--- config.mk ---
export PLATFORM = sky130hd
export DESIGN_NAME = scoreboard_top
export DESIGN_NICKNAME = d
export VERILOG_FILES = /design/src/rtl/scoreboard_pkg.sv /design/src/rtl/inst_decoder.sv /design/src/rtl/war_check.sv /design/src/rtl/fu_priority_select.sv /design/src/rtl/scoreboard_ctrl.sv /design/src/rtl/scoreboard_top.sv
export SDC_FILE = /design/constraint.sdc
export NUM_CORES = 1
export LEC_CHECK = 0
export BUFFER_PORTS_ARGS = -buffer_cell sky130_fd_sc_hd__clkbuf_2
export CAP_MARGIN = 20
export CORE_MARGIN = 2
export CORE_UTILIZATION = 40
export DETAILED_ROUTE_END_ITERATION = 8
export GPL_TIMING_DRIVEN = 0
export SLEW_MARGIN = 20
export SYNTH_ARGS = -nofsm -noshare
export SYNTH_HDL_FRONTEND = slang
export SYNTH_SLANG_ARGS = --single-unit
export TNS_END_PERCENT = 5
--- constraint.sdc ---
create_clock -name clk -period 13.7 [get_ports clk]
set_clock_uncertainty 0.05 [all_clocks]
set_input_delay 2.74 -clock clk [delete_from_list [all_inputs] [get_ports clk]]
set_output_delay 2.74 -clock clk [all_outputs]
set_load 0.1 [all_outputs]
--- src/rtl/scoreboard_pkg.sv ---
package scoreboard_pkg;

    localparam int NUM_FU = 4;

    typedef logic [1:0]        fu_id_t;
    typedef logic [NUM_FU-1:0] fu_vec_t;
    typedef logic [4:0]        reg_addr_t;
    typedef logic [4:0]        fu_op_t;

    // Unit ids in dispatch and write-back priority order
    localparam fu_id_t FU_ALU = 2'd0;
    localparam fu_id_t FU_MEM = 2'd1;
    localparam fu_id_t FU_MUL = 2'd2;
    localparam fu_id_t FU_DIV = 2'd3;

    localparam logic [6:0] OPC_R     = 7'b0110011;
    localparam logic [6:0] OPC_I     = 7'b0010011;
    localparam logic [6:0] OPC_LOAD  = 7'b0000011;
    localparam logic [6:0] OPC_STORE = 7'b0100011;
    localparam logic [6:0] OPC_LUI   = 7'b0110111;
    localparam logic [6:0] OPC_AUIPC = 7'b0010111;

    // ALU register forms
    localparam fu_op_t ALU_ADD   = 5'd0;
    localparam fu_op_t ALU_SUB   = 5'd1;
    localparam fu_op_t ALU_AND   = 5'd2;
    localparam fu_op_t ALU_OR    = 5'd3;
    localparam fu_op_t ALU_XOR   = 5'd4;
    localparam fu_op_t ALU_SLL   = 5'd5;
    localparam fu_op_t ALU_SRL   = 5'd6;
    localparam fu_op_t ALU_SLT   = 5'd7;
    localparam fu_op_t ALU_SLTU  = 5'd8;
    localparam fu_op_t ALU_SRA   = 5'd9;

    // Bit 4 marks an immediate operand
    localparam fu_op_t ALU_ADDI  = 5'd16;
    localparam fu_op_t ALU_ANDI  = 5'd18;
    localparam fu_op_t ALU_ORI   = 5'd19;
    localparam fu_op_t ALU_XORI  = 5'd20;
    localparam fu_op_t ALU_SLLI  = 5'd21;
    localparam fu_op_t ALU_SRLI  = 5'd22;
    localparam fu_op_t ALU_SLTI  = 5'd23;
    localparam fu_op_t ALU_SLTIU = 5'd24;
    localparam fu_op_t ALU_SRAI  = 5'd25;
    localparam fu_op_t ALU_LUI   = 5'd26;
    localparam fu_op_t ALU_AUIPC = 5'd27;

    // MEM bit 3 is unsigned, bits 2:1 are size and bit 0 is write
    localparam fu_op_t MEM_LB    = 5'b00000;
    localparam fu_op_t MEM_LH    = 5'b00010;
    localparam fu_op_t MEM_LW    = 5'b00100;
    localparam fu_op_t MEM_LBU   = 5'b01000;
    localparam fu_op_t MEM_LHU   = 5'b01010;
    localparam fu_op_t MEM_SB    = 5'b00001;
    localparam fu_op_t MEM_SH    = 5'b00011;
    localparam fu_op_t MEM_SW    = 5'b00101;

    localparam fu_op_t MUL_MUL    = 5'd0;
    localparam fu_op_t MUL_MULH   = 5'd1;
    localparam fu_op_t MUL_MULHSU = 5'd2;
    localparam fu_op_t MUL_MULHU  = 5'd3;

    localparam fu_op_t DIV_DIV   = 5'd0;
    localparam fu_op_t DIV_DIVU  = 5'd1;
    localparam fu_op_t DIV_REM   = 5'd2;
    localparam fu_op_t DIV_REMU  = 5'd3;

    typedef struct packed {
        logic      legal;
        fu_id_t    fu;
        fu_op_t    op;
        reg_addr_t rd;
        reg_addr_t rs1;
        reg_addr_t rs2;
    } decoded_t;

    typedef struct packed {
        logic      busy;
        fu_op_t    op;
        reg_addr_t dst;
        reg_addr_t src1;
        reg_addr_t src2;
        fu_id_t    prod1;
        logic      pend1;
        fu_id_t    prod2;
        logic      pend2;
        logic      rdy1;
        logic      rdy2;
        logic      dispatched;
        logic      done;
    } fu_status_t;

    typedef struct packed {
        fu_id_t    fu;
        fu_op_t    op;
        reg_addr_t rs1;
        reg_addr_t rs2;
    } dispatch_t;

    typedef struct packed {
        fu_id_t    fu;
        reg_addr_t rd;
    } wb_t;

endpackage

--- src/rtl/inst_decoder.sv ---
module inst_decoder (
    input  logic [31:0]              inst,
    output scoreboard_pkg::decoded_t dec
);

    logic [6:0] opcode;
    logic [2:0] funct3;
    logic [6:0] funct7;
    logic       alt;
    logic       use_rd;
    logic       use_rs1;
    logic       use_rs2;

    assign opcode = inst[6:0];
    assign funct3 = inst[14:12];
    assign funct7 = inst[31:25];
    // SUB and SRA/SRAI encoding
    assign alt    = funct7 == 7'h20;

    always_comb begin
        dec.legal = 1'b0;
        dec.fu    = scoreboard_pkg::FU_ALU;
        dec.op    = scoreboard_pkg::ALU_ADD;
        use_rd    = 1'b0;
        use_rs1   = 1'b0;
        use_rs2   = 1'b0;

        case (opcode)
            scoreboard_pkg::OPC_R: begin
                use_rd  = 1'b1;
                use_rs1 = 1'b1;
                use_rs2 = 1'b1;
                if (funct7 == 7'h01) begin
                    // RV32M where funct3[2] selects divide
                    dec.legal = 1'b1;
                    dec.fu    = funct3[2] ? scoreboard_pkg::FU_DIV : scoreboard_pkg::FU_MUL;
                    case (funct3)
                        3'h0:    dec.op = scoreboard_pkg::MUL_MUL;
                        3'h1:    dec.op = scoreboard_pkg::MUL_MULH;
                        3'h2:    dec.op = scoreboard_pkg::MUL_MULHSU;
                        3'h3:    dec.op = scoreboard_pkg::MUL_MULHU;
                        3'h4:    dec.op = scoreboard_pkg::DIV_DIV;
                        3'h5:    dec.op = scoreboard_pkg::DIV_DIVU;
                        3'h6:    dec.op = scoreboard_pkg::DIV_REM;
                        default: dec.op = scoreboard_pkg::DIV_REMU;
                    endcase
                end else begin
                    dec.legal = (funct7 == 7'h00) || (alt && (funct3 == 3'h0 || funct3 == 3'h5));
                    case (funct3)
                        3'h0:    dec.op = alt ? scoreboard_pkg::ALU_SUB : scoreboard_pkg::ALU_ADD;
                        3'h1:    dec.op = scoreboard_pkg::ALU_SLL;
                        3'h2:    dec.op = scoreboard_pkg::ALU_SLT;
                        3'h3:    dec.op = scoreboard_pkg::ALU_SLTU;
                        3'h4:    dec.op = scoreboard_pkg::ALU_XOR;
                        3'h5:    dec.op = alt ? scoreboard_pkg::ALU_SRA : scoreboard_pkg::ALU_SRL;
                        3'h6:    dec.op = scoreboard_pkg::ALU_OR;
                        default: dec.op = scoreboard_pkg::ALU_AND;
                    endcase
                end
            end
            scoreboard_pkg::OPC_I: begin
                use_rd  = 1'b1;
                use_rs1 = 1'b1;
                // Shifts carry a funct7 field
                if (funct3 == 3'h1) begin
                    dec.legal = funct7 == 7'h00;
                end else if (funct3 == 3'h5) begin
                    dec.legal = (funct7 == 7'h00) || alt;
                end else begin
                    dec.legal = 1'b1;
                end
                case (funct3)
                    3'h0:    dec.op = scoreboard_pkg::ALU_ADDI;
                    3'h1:    dec.op = scoreboard_pkg::ALU_SLLI;
                    3'h2:    dec.op = scoreboard_pkg::ALU_SLTI;
                    3'h3:    dec.op = scoreboard_pkg::ALU_SLTIU;
                    3'h4:    dec.op = scoreboard_pkg::ALU_XORI;
                    3'h5:    dec.op = alt ? scoreboard_pkg::ALU_SRAI : scoreboard_pkg::ALU_SRLI;
                    3'h6:    dec.op = scoreboard_pkg::ALU_ORI;
                    default: dec.op = scoreboard_pkg::ALU_ANDI;
                endcase
            end
            scoreboard_pkg::OPC_LOAD: begin
                use_rd    = 1'b1;
                use_rs1   = 1'b1;
                dec.fu    = scoreboard_pkg::FU_MEM;
                dec.legal = 1'b1;
                case (funct3)
                    3'h0:    dec.op = scoreboard_pkg::MEM_LB;
                    3'h1:    dec.op = scoreboard_pkg::MEM_LH;
                    3'h2:    dec.op = scoreboard_pkg::MEM_LW;
                    3'h4:    dec.op = scoreboard_pkg::MEM_LBU;
                    3'h5:    dec.op = scoreboard_pkg::MEM_LHU;
                    default: dec.legal = 1'b0;
                endcase
            end
            scoreboard_pkg::OPC_STORE: begin
                use_rs1   = 1'b1;
                use_rs2   = 1'b1;
                dec.fu    = scoreboard_pkg::FU_MEM;
                dec.legal = 1'b1;
                case (funct3)
                    3'h0:    dec.op = scoreboard_pkg::MEM_SB;
                    3'h1:    dec.op = scoreboard_pkg::MEM_SH;
                    3'h2:    dec.op = scoreboard_pkg::MEM_SW;
                    default: dec.legal = 1'b0;
                endcase
            end
            scoreboard_pkg::OPC_LUI: begin
                use_rd    = 1'b1;
                dec.legal = 1'b1;
                dec.op    = scoreboard_pkg::ALU_LUI;
            end
            scoreboard_pkg::OPC_AUIPC: begin
                use_rd    = 1'b1;
                dec.legal = 1'b1;
                dec.op    = scoreboard_pkg::ALU_AUIPC;
            end
            default: dec.legal = 1'b0;
        endcase

        // Unused register fields read as x0
        dec.rd  = use_rd ? inst[11:7] : '0;
        dec.rs1 = use_rs1 ? inst[19:15] : '0;
        dec.rs2 = use_rs2 ? inst[24:20] : '0;
    end

endmodule

--- src/rtl/war_check.sv ---
module war_check (
    input  scoreboard_pkg::fu_status_t status [scoreboard_pkg::NUM_FU],
    output scoreboard_pkg::fu_vec_t    war_clear
);

    logic hit1;
    logic hit2;

    always_comb begin
        war_clear = '1;
        hit1      = 1'b0;
        hit2      = 1'b0;
        for (int i = 0; i < scoreboard_pkg::NUM_FU; i++) begin
            for (int j = 0; j < scoreboard_pkg::NUM_FU; j++) begin
                // An older reader still holding the old value of our destination
                hit1 = status[j].rdy1 && status[j].src1 == status[i].dst;
                hit2 = status[j].rdy2 && status[j].src2 == status[i].dst;
                if (j != i && status[j].busy && !status[j].dispatched &&
                    status[i].dst != '0 && (hit1 || hit2)) begin
                    war_clear[i] = 1'b0;
                end
            end
        end
    end

endmodule

--- src/rtl/fu_priority_select.sv ---
module fu_priority_select #(
    parameter type payload_t = logic
) (
    input  scoreboard_pkg::fu_vec_t req,
    input  payload_t                payload [scoreboard_pkg::NUM_FU],
    output payload_t                sel,
    output logic                    sel_valid
);

    assign sel_valid = |req;

    // Walk from the top so the lowest requesting unit wins
    always_comb begin
        sel = '0;
        for (int i = scoreboard_pkg::NUM_FU - 1; i >= 0; i--) begin
            if (req[i]) begin
                sel = payload[i];
            end
        end
    end

endmodule

--- src/rtl/scoreboard_ctrl.sv ---
module scoreboard_ctrl (
    input  logic                       clk,
    input  logic                       rst,
    input  scoreboard_pkg::decoded_t   dec,
    input  logic                       issue_valid,
    output logic                       issue_ready,
    output scoreboard_pkg::fu_status_t status [scoreboard_pkg::NUM_FU],
    input  scoreboard_pkg::fu_vec_t    war_clear,
    output scoreboard_pkg::fu_vec_t    disp_req,
    output scoreboard_pkg::dispatch_t  disp_pkt [scoreboard_pkg::NUM_FU],
    input  logic                       dispatch_fire,
    input  scoreboard_pkg::dispatch_t  dispatch_sel,
    output scoreboard_pkg::fu_vec_t    wb_req,
    output scoreboard_pkg::wb_t        wb_pkt [scoreboard_pkg::NUM_FU],
    input  logic                       wb_fire,
    input  scoreboard_pkg::wb_t        wb_sel,
    input  scoreboard_pkg::fu_vec_t    fu_done
);

    logic                    waw;
    logic                    issue_fire;
    logic                    src1_ready;
    logic                    src2_ready;
    // Register result table
    logic [31:0]             rrs_valid;
    scoreboard_pkg::fu_id_t  rrs_fu [32];
    scoreboard_pkg::fu_vec_t disp_raw;
    scoreboard_pkg::fu_vec_t wb_raw;
    logic                    disp_lock;
    scoreboard_pkg::fu_id_t  disp_lock_fu;
    logic                    wb_lock;
    scoreboard_pkg::fu_id_t  wb_lock_fu;

    always_comb begin
        waw = 1'b0;
        for (int i = 0; i < scoreboard_pkg::NUM_FU; i++) begin
            if (status[i].busy && status[i].dst == dec.rd && dec.rd != '0) begin
                waw = 1'b1;
            end
        end
    end

    // Illegal words are taken and dropped
    assign issue_ready = !dec.legal || (!status[dec.fu].busy && !waw);
    assign issue_fire  = issue_valid && issue_ready && dec.legal;

    // Producer written back this cycle counts as ready
    assign src1_ready = !rrs_valid[dec.rs1] || (wb_fire && rrs_fu[dec.rs1] == wb_sel.fu);
    assign src2_ready = !rrs_valid[dec.rs2] || (wb_fire && rrs_fu[dec.rs2] == wb_sel.fu);

    always_comb begin
        for (int i = 0; i < scoreboard_pkg::NUM_FU; i++) begin
            disp_raw[i] = status[i].busy && !status[i].dispatched &&
                          status[i].rdy1 && status[i].rdy2;
            wb_raw[i]   = status[i].done && war_clear[i];
            disp_pkt[i] = '{fu:  scoreboard_pkg::fu_id_t'(i),
                            op:  status[i].op,
                            rs1: status[i].src1,
                            rs2: status[i].src2};
            wb_pkt[i]   = '{fu: scoreboard_pkg::fu_id_t'(i), rd: status[i].dst};
        end
    end

    // A stalled grant keeps its unit until it transfers
    assign disp_req = disp_lock ? disp_raw & (scoreboard_pkg::fu_vec_t'(1) << disp_lock_fu)
                                : disp_raw;
    assign wb_req   = wb_lock ? wb_raw & (scoreboard_pkg::fu_vec_t'(1) << wb_lock_fu)
                              : wb_raw;

    always_ff @(posedge clk or posedge rst) begin
        if (rst) begin
            for (int i = 0; i < scoreboard_pkg::NUM_FU; i++) begin
                status[i] <= '0;
            end
            rrs_valid    <= '0;
            disp_lock    <= 1'b0;
            disp_lock_fu <= scoreboard_pkg::FU_ALU;
            wb_lock      <= 1'b0;
            wb_lock_fu   <= scoreboard_pkg::FU_ALU;
        end else begin
            disp_lock    <= |disp_req && !dispatch_fire;
            disp_lock_fu <= dispatch_sel.fu;
            wb_lock      <= |wb_req && !wb_fire;
            wb_lock_fu   <= wb_sel.fu;

            for (int i = 0; i < scoreboard_pkg::NUM_FU; i++) begin
                if (fu_done[i]) begin
                    status[i].done <= 1'b1;
                end
                // Wake up readers of the unit being written back
                if (wb_fire && status[i].pend1 && status[i].prod1 == wb_sel.fu) begin
                    status[i].rdy1  <= 1'b1;
                    status[i].pend1 <= 1'b0;
                end
                if (wb_fire && status[i].pend2 && status[i].prod2 == wb_sel.fu) begin
                    status[i].rdy2  <= 1'b1;
                    status[i].pend2 <= 1'b0;
                end
            end

            if (dispatch_fire) begin
                status[dispatch_sel.fu].dispatched <= 1'b1;
            end

            if (issue_fire) begin
                status[dec.fu] <= '{busy:       1'b1,
                                    op:         dec.op,
                                    dst:        dec.rd,
                                    src1:       dec.rs1,
                                    src2:       dec.rs2,
                                    prod1:      rrs_fu[dec.rs1],
                                    pend1:      !src1_ready,
                                    prod2:      rrs_fu[dec.rs2],
                                    pend2:      !src2_ready,
                                    rdy1:       src1_ready,
                                    rdy2:       src2_ready,
                                    dispatched: 1'b0,
                                    done:       1'b0};
                if (dec.rd != '0) begin
                    rrs_valid[dec.rd] <= 1'b1;
                end
            end

            // WAW stall keeps this apart from the issue entry and register
            if (wb_fire) begin
                status[wb_sel.fu]    <= '0;
                rrs_valid[wb_sel.rd] <= 1'b0;
            end
        end
    end

    always_ff @(posedge clk) begin
        if (issue_fire && dec.rd != '0) begin
            rrs_fu[dec.rd] <= dec.fu;
        end
    end

endmodule

--- src/rtl/scoreboard_top.sv ---
module scoreboard_top (
    input  logic                      clk,
    input  logic                      rst,
    input  logic [31:0]               inst,
    input  logic                      issue_valid,
    output logic                      issue_ready,
    output scoreboard_pkg::dispatch_t dispatch,
    output logic                      dispatch_valid,
    input  logic                      dispatch_ready,
    input  scoreboard_pkg::fu_vec_t   fu_done,
    output scoreboard_pkg::wb_t       wb,
    output logic                      wb_valid,
    input  logic                      wb_ready
);

    scoreboard_pkg::decoded_t   dec;
    scoreboard_pkg::fu_status_t status [scoreboard_pkg::NUM_FU];
    scoreboard_pkg::fu_vec_t    war_clear;
    scoreboard_pkg::fu_vec_t    disp_req;
    scoreboard_pkg::dispatch_t  disp_pkt [scoreboard_pkg::NUM_FU];
    scoreboard_pkg::fu_vec_t    wb_req;
    scoreboard_pkg::wb_t        wb_pkt [scoreboard_pkg::NUM_FU];
    logic                       dispatch_fire;
    logic                       wb_fire;

    assign dispatch_fire = dispatch_valid && dispatch_ready;
    assign wb_fire       = wb_valid && wb_ready;

    inst_decoder inst_decoder_i (
        .inst (inst),
        .dec  (dec)
    );

    war_check war_check_i (
        .status    (status),
        .war_clear (war_clear)
    );

    scoreboard_ctrl scoreboard_ctrl_i (
        .clk           (clk),
        .rst           (rst),
        .dec           (dec),
        .issue_valid   (issue_valid),
        .issue_ready   (issue_ready),
        .status        (status),
        .war_clear     (war_clear),
        .disp_req      (disp_req),
        .disp_pkt      (disp_pkt),
        .dispatch_fire (dispatch_fire),
        .dispatch_sel  (dispatch),
        .wb_req        (wb_req),
        .wb_pkt        (wb_pkt),
        .wb_fire       (wb_fire),
        .wb_sel        (wb),
        .fu_done       (fu_done)
    );

    // Operand read port
    fu_priority_select #(
        .payload_t (scoreboard_pkg::dispatch_t)
    ) dispatch_select (
        .req       (disp_req),
        .payload   (disp_pkt),
        .sel       (dispatch),
        .sel_valid (dispatch_valid)
    );

    // Register file write port
    fu_priority_select #(
        .payload_t (scoreboard_pkg::wb_t)
    ) wb_select (
        .req       (wb_req),
        .payload   (wb_pkt),
        .sel       (wb),
        .sel_valid (wb_valid)
    );

endmodule

# Word level (Yosys, flattened, before mapping)
# Memory sizes are Yosys's and may differ from the RTL's.
# Cells that the tools add are included.
[totals] output_inout_bits=27 in_bits=41 mem_bits_rw=64 reg_bits=162 memories=1
[memory_table] memory="scoreboard_ctrl_i.rrs_fu" depth=32 word_bits=2 rd=2 rd_ports_with_merged_regs=0 wr=1 line="scoreboard_ctrl.sv:26" text="scoreboard_pkg::fu_id_t rrs_fu [32];"
[op_classes] bitwise=10 n_shift=2 n_eq_ne=52 magnitude_cmp=12 n_mux=98 n_reduce_logical=154
[ops] op="$mux 124" n=3
[ops] op="$bwmux 124" n=2
[ops] op="$demux 31 s2" n=3
[ops] op="$eq 5x5->1" n=28
[ops] op="$and 124x124->124" n=1
[ops] op="$mux 31" n=4
[ops] op="$not 124->124" n=1
[ops] op="$logic_and 1x1->1" n=104
[ops] op="$mux 32" n=3
[ops] op="$pmux 5 s7" n=2
[ops] op="$mux 17" n=4
[ops] op="$bmux 31 s2" n=1
[ops] op="$mux 1" n=52
[ops] op="$and 32x32->32" n=1
[ops] op="$not 32->32" n=1
[ops] op="$or 32x32->32" n=1
[ops] op="$pmux 5 s6" n=1
[ops] op="$eq 7x6->1 const B" n=4
[ops] op="$mux 7" n=4
[ops] op="$reduce_bool 5->1" n=5
[ops] op="$lt 5x6->1 const B" n=4
[ops] op="$eq 2x2->1" n=10
[ops] op="$mux 5" n=4
[ops] op="$logic_or 1x1->1" n=18
[ops] op="28 further kinds" n=67

# Logic depth before layout (Yosys ltp)
[logic_depth] word_depth=23 ltp_mapped=15 ltp_nobuf=11

# Hierarchy
# Synthesis repeated with hierarchy kept, for this count alone.
[hier_totals] hier_cells=1421 hier_area_um2=14712.9
[modules_own_cells] mod="scoreboard_ctrl" area_each_um2=11808.8 instances=1 seq_area_each_um2=5975.7 cells_per_inst=1025
[modules_own_cells] mod="war_check" area_each_um2=1617.8 instances=1 seq_area_each_um2=0.0 cells_per_inst=214
[modules_own_cells] mod="fu_priority_select at dispatch_select" area_each_um2=548.0 instances=1 seq_area_each_um2=0.0 cells_per_inst=67
[modules_own_cells] mod="inst_decoder" area_each_um2=539.3 instances=1 seq_area_each_um2=0.0 cells_per_inst=82
[modules_own_cells] mod="fu_priority_select at wb_select" area_each_um2=186.4 instances=1 seq_area_each_um2=0.0 cells_per_inst=31
[modules_own_cells] mod="scoreboard_top" area_each_um2=12.5 instances=1 seq_area_each_um2=0.0 cells_per_inst=2

# Worst setup path after synthesis
# Ideal clock, no wire load.
[synth_timing] path_type="in2out" startpoint="input port inst[6]" endpoint="output port issue_ready" path_buffers=1 arrival_ns=4.910 cell_stages=8 setup_slack_ns=6.000 path_cell_list="and3b_1 > clkbuf_1 > nand4_1 > xnor2_1 > or3_1 > and4_1 > o21ai_0 > nand2_1"
[synth_via] elab_chain_len=14 word_cells_on_any_way=39
[synth_rtl] element="start: declaration" line="scoreboard_top.sv:4" text="input logic [31:0] inst,"
[synth_rtl] element="$eq 7x6->1 (tied with other cells)" line="inst_decoder.sv:28" text="case (opcode)"
[synth_rtl] element="$reduce_or 5->1 (no source line)"
[synth_rtl] element="$mux 1" line="inst_decoder.sv:28"
[synth_rtl] element="$mux 5" line="inst_decoder.sv:123" text="dec.rd = use_rd ? inst[11:7] : '0;"
[synth_rtl] element="$eq 5x5->1" line="scoreboard_ctrl.sv:37" text="if (status[i].busy && status[i].dst == dec.rd && dec.rd != '0) begin"
[synth_rtl] element="$logic_and 1x1->1 (2 in a row)" line="scoreboard_ctrl.sv:37"
[synth_rtl] element="$mux 1 (4 in a row)" line="scoreboard_ctrl.sv:37"
[synth_rtl] element="$logic_not 1->1" line="scoreboard_ctrl.sv:44" text="assign issue_ready = !dec.legal || (!status[dec.fu].busy && !waw);"
[synth_rtl] element="$logic_and 1x1->1" line="scoreboard_ctrl.sv:44"
[synth_rtl] element="$logic_or 1x1->1 (*)" line="scoreboard_ctrl.sv:44"
[synth_rtl] element="end: declaration" line="scoreboard_top.sv:6" text="output logic issue_ready,"
# Mark *: on every way between the ends. The rest lies on a longest branch, timed or not. The select of a mux whose other input is x is not followed.

# Worst setup path in the final report
[layout_timing] startpoint="input port inst[8]" endpoint="output port issue_ready"
[layout_via] elab_chain_len=11 word_cells_on_any_way=21
[layout_rtl] element="$mux 5 (*)" line="inst_decoder.sv:123"
[layout_rtl] element="$eq 5x5->1" line="scoreboard_ctrl.sv:37"
[layout_rtl] element="$logic_and 1x1->1 (2 in a row)" line="scoreboard_ctrl.sv:37"
[layout_rtl] element="$mux 1 (3 in a row)" line="scoreboard_ctrl.sv:37"
[layout_rtl] element="$mux 1 (*)" line="scoreboard_ctrl.sv:37"
[layout_rtl] element="$logic_not 1->1 (*)" line="scoreboard_ctrl.sv:44"
[layout_rtl] element="$logic_and 1x1->1 (*)" line="scoreboard_ctrl.sv:44"
[layout_rtl] element="$logic_or 1x1->1 (*)" line="scoreboard_ctrl.sv:44"
# Mark *: on every way between the ends. The rest lies on a longest branch, timed or not.

==> impl_metrics.tcl <==
set metrics [dict create \
    status "finished clean" \
    hold_depth 1 \
    grt_use_met2_pct 47.9 \
    num_rows 69 \
    holdCritStartpoint "scoreboard_ctrl_i.disp_pkt[31]$_DFF_PP0_" \
    final_nets 1704 \
    num_vias 13000 \
    io_pins 68 \
    synth_edf_count 64 \
    die_h_microns 193 \
    cts.htree.levels 1 \
    area_delta_synth_final_pct 12.7 \
    power_density_mw_per_mm2 119 \
    path_cells "clkbuf_1 > inv_1 > a2111oi_4 > o32ai_1 > nand4_1 > and4_1 > o21ai_0 > nand2_1 > clkbuf_2" \
    drt-total-wl_microns 55800 \
    yosys_warnings 0 \
    clock_latency_ns 0.55 \
    cts_sinks 226 \
    ff_latch_area_sq_mm 0.00598 \
    ctsHoldBuffers 0 \
    synthTopCellsByArea "dfrtp_1 28%, edfxtp_1 13%, nor2_1 6.2%" \
    cts_buffer_depth 3 \
    finalCriticalPeriod_ns 8.58 \
    firstDrtPassIters 5 \
    hold_slack_ns 0.437 \
    crit_slowest_cell "a2111oi_4" \
    busiest_layer "met2" \
    setup_tns_ns 0 \
    hold_end "scoreboard_ctrl_i.disp_pkt[31]$_DFF_PP0_" \
    path_depth 9 \
    async_flop_share_pct 71.7 \
    min_period_over_period_pct 62.6 \
    rrSetupSlack_ns 9.61 \
    crit_family "compound AO/OA/AOI/OAI gates" \
    ant_nets 0 \
    syn_area_sq_mm 0.0143 \
    ctsResizeCount 0 \
    synth_common_cells "236 x nor2_1, 162 x dfrtp_1, 109 x a21oi_1" \
    die_w_microns 193 \
    drc 0 \
    grt_use_met3_pct 4.41 \
    cts_post_setup_buffers_inserted 0 \
    grt_antenna_before_repair 1 \
    core_area_sq_mm 0.0354 \
    startpoint_type "input port" \
    n_fill_cell 3499 \
    synth_seq_cells 226 \
    yosysTopAreaCell "dfrtp_1" \
    syn-instance-count 1572 \
    synthFlopType "dfrtp_1" \
    n_antenna_cell 0 \
    yosysUniqueCellTypes 95 \
    hpwl_microns 41900 \
    cp_slowest_stage_delay_ns 1.00 \
    layout-drive-gt1-share_pct 14.1 \
    hold_viol_final 0 \
    grt_pass1_vias 12800 \
    critPathBufInv 3 \
    synth-seq-area-share_pct 41.7 \
    worstReg2RegStart "scoreboard_ctrl_i.status[55]$_DFF_PP0_" \
    post-synth-top-count-cell "nor2_1" \
    setup_viol 0 \
    routed_via_density 6.08 \
    cts_made_buffers 27 \
    track_usage_pct 29.3 \
    relSlewSlack_pct 27.9 \
    worstMarginPinSlew_ns 1.08 \
    initial_core_util_pct 40.5 \
    met1_usage_pct 37.7 \
    post_drt_wl_per_cell_microns 26.0 \
    multi_input_area_sq_mm 0.00751 \
    grt.overflow.total 0 \
    rsz0062_at_grt "no" \
    cts_root_buffer "clkbuf_16" \
    grt_max_degree 93 \
    leakagePower_uw 0.00665 \
    hp-class "reg2reg" \
    timing.rr.end "scoreboard_ctrl_i.rrs_valid[20]$_DFF_PP0_" \
    drt-initial-drc-count 1209 \
    ir_worst_vdd_mv 0.135 \
    avgSynthCellArea_sq_um 9.12 \
    maxCapViolations 0 \
    worst-r2r-cell-count 11 \
    fp.dieArea_sq_mm 0.0374 \
    path_class "in2out" \
    synth_top_area_share_pct 28.3 \
    slew_viol_final 0 \
    clkSlewWorstSetupHoldPaths_ns 0.06 \
    required_ns 10.91 \
    crit_path_max_fanout 10 \
    cts_tree "built" \
    timing.fmax_mhz 117 \
    crit_path_end_kind "output port" \
    arrival_ns 5.79 \
    grt_pass1_wl_microns 82900 \
    portBuffers 59 \
    gp_congestion 1.00 \
]
==> how the worst max path moves through the flow <==
stage	slack [ns]	end	start
2_1_floorplan	6.00	issue_ready	inst[6]
3_3_place_gp	4.36	scoreboard_ctrl_i.disp_pkt[46]$_DFF_PP0_	rst
3_5_place_dp	5.21	issue_ready	inst[8]
4_1_cts	5.21	issue_ready	inst[8]
5_1_grt	5.09	issue_ready	inst[8]
6_report	5.12	issue_ready	inst[8]
==> metal layers <==
metal  wire length (microns)  vias up
li1                        -     5818
met1                   22500     6414
met2                   26200      639
met3                    3950      167
met4                    3130        2
met5                      13        -
==> final cells by class <==
type | instances | area share (%)
Tap cell | 461 | 3.57
Buffer | 152 | 4.38
Timing Repair Buffer | 61 | 2.04
Multi-Input combinational cell | 1152 | 46.5
Inverter | 43 | 1.05
Clock buffer | 37 | 4.72
Sequential cell | 226 | 37.0
Clock inverter | 12 | 0.790
==> cell usage in the layout, fill, tap and decap left out, types with 22 or more instances in the layout <==
cell	instances
nand2_1	94
a22oi_1	33
a2bb2oi_1	24
dfrtp_1	162
clkbuf_2	59
xnor2_1	64
nor2_1	236
inv_1	41
o21ai_0	44
clkbuf_16	27
mux2i_1	36
nor3_1	48
buf_2	44
clkbuf_1	91
a31oi_1	22
edfxtp_1	64
nand3_1	45
xor2_1	77
a21oi_1	109
==> per-stage QoR <==
stage               std cells  util (%)  worst slack (ns)  total power [uW]  area [sq um]
finish                   2144      45.6              5.12              1930         16200
global route             2144      45.6              5.09              1990         16200
floorplan                1573         -              6.00              1070         14300
CTS                      2144      45.6              5.21              1930         16200
global placement         2093      43.0              4.36              1200         15200
detailed placement       2095      43.1              5.21              1210         15300
==> registers in the layout, summed over array words and instances (netlist names) <==
signal,flops
scoreboard_ctrl_i.wb_lock,1
scoreboard_ctrl_i.status,64
scoreboard_ctrl_i.disp_lock_fu,2
scoreboard_ctrl_i.disp_pkt,60
scoreboard_ctrl_i.rrs_fu,64
scoreboard_ctrl_i.wb_lock_fu,2
scoreboard_ctrl_i.disp_lock,1
scoreboard_ctrl_i.rrs_valid,32
==> power by group <==
group          total, uW  internal, uW  switching [uW]
Sequential           717           705            12.1
Combinational        488           113             375
Clock                725           428             297
Total               1930          1250             684
==> cells by family after synthesis <==
family,Yosys count,synth area share (%)
AO/OA/AOI/OAI,366,18.0
XOR/XNOR,141,8.61
buffers and inverters,195,6.06
flip-flops,226,41.7
multiplexers,65,5.97
other,1,0.0262
AND/OR/NAND/NOR,578,19.7
Note: power is estimated with default switching activity, not from simulation.
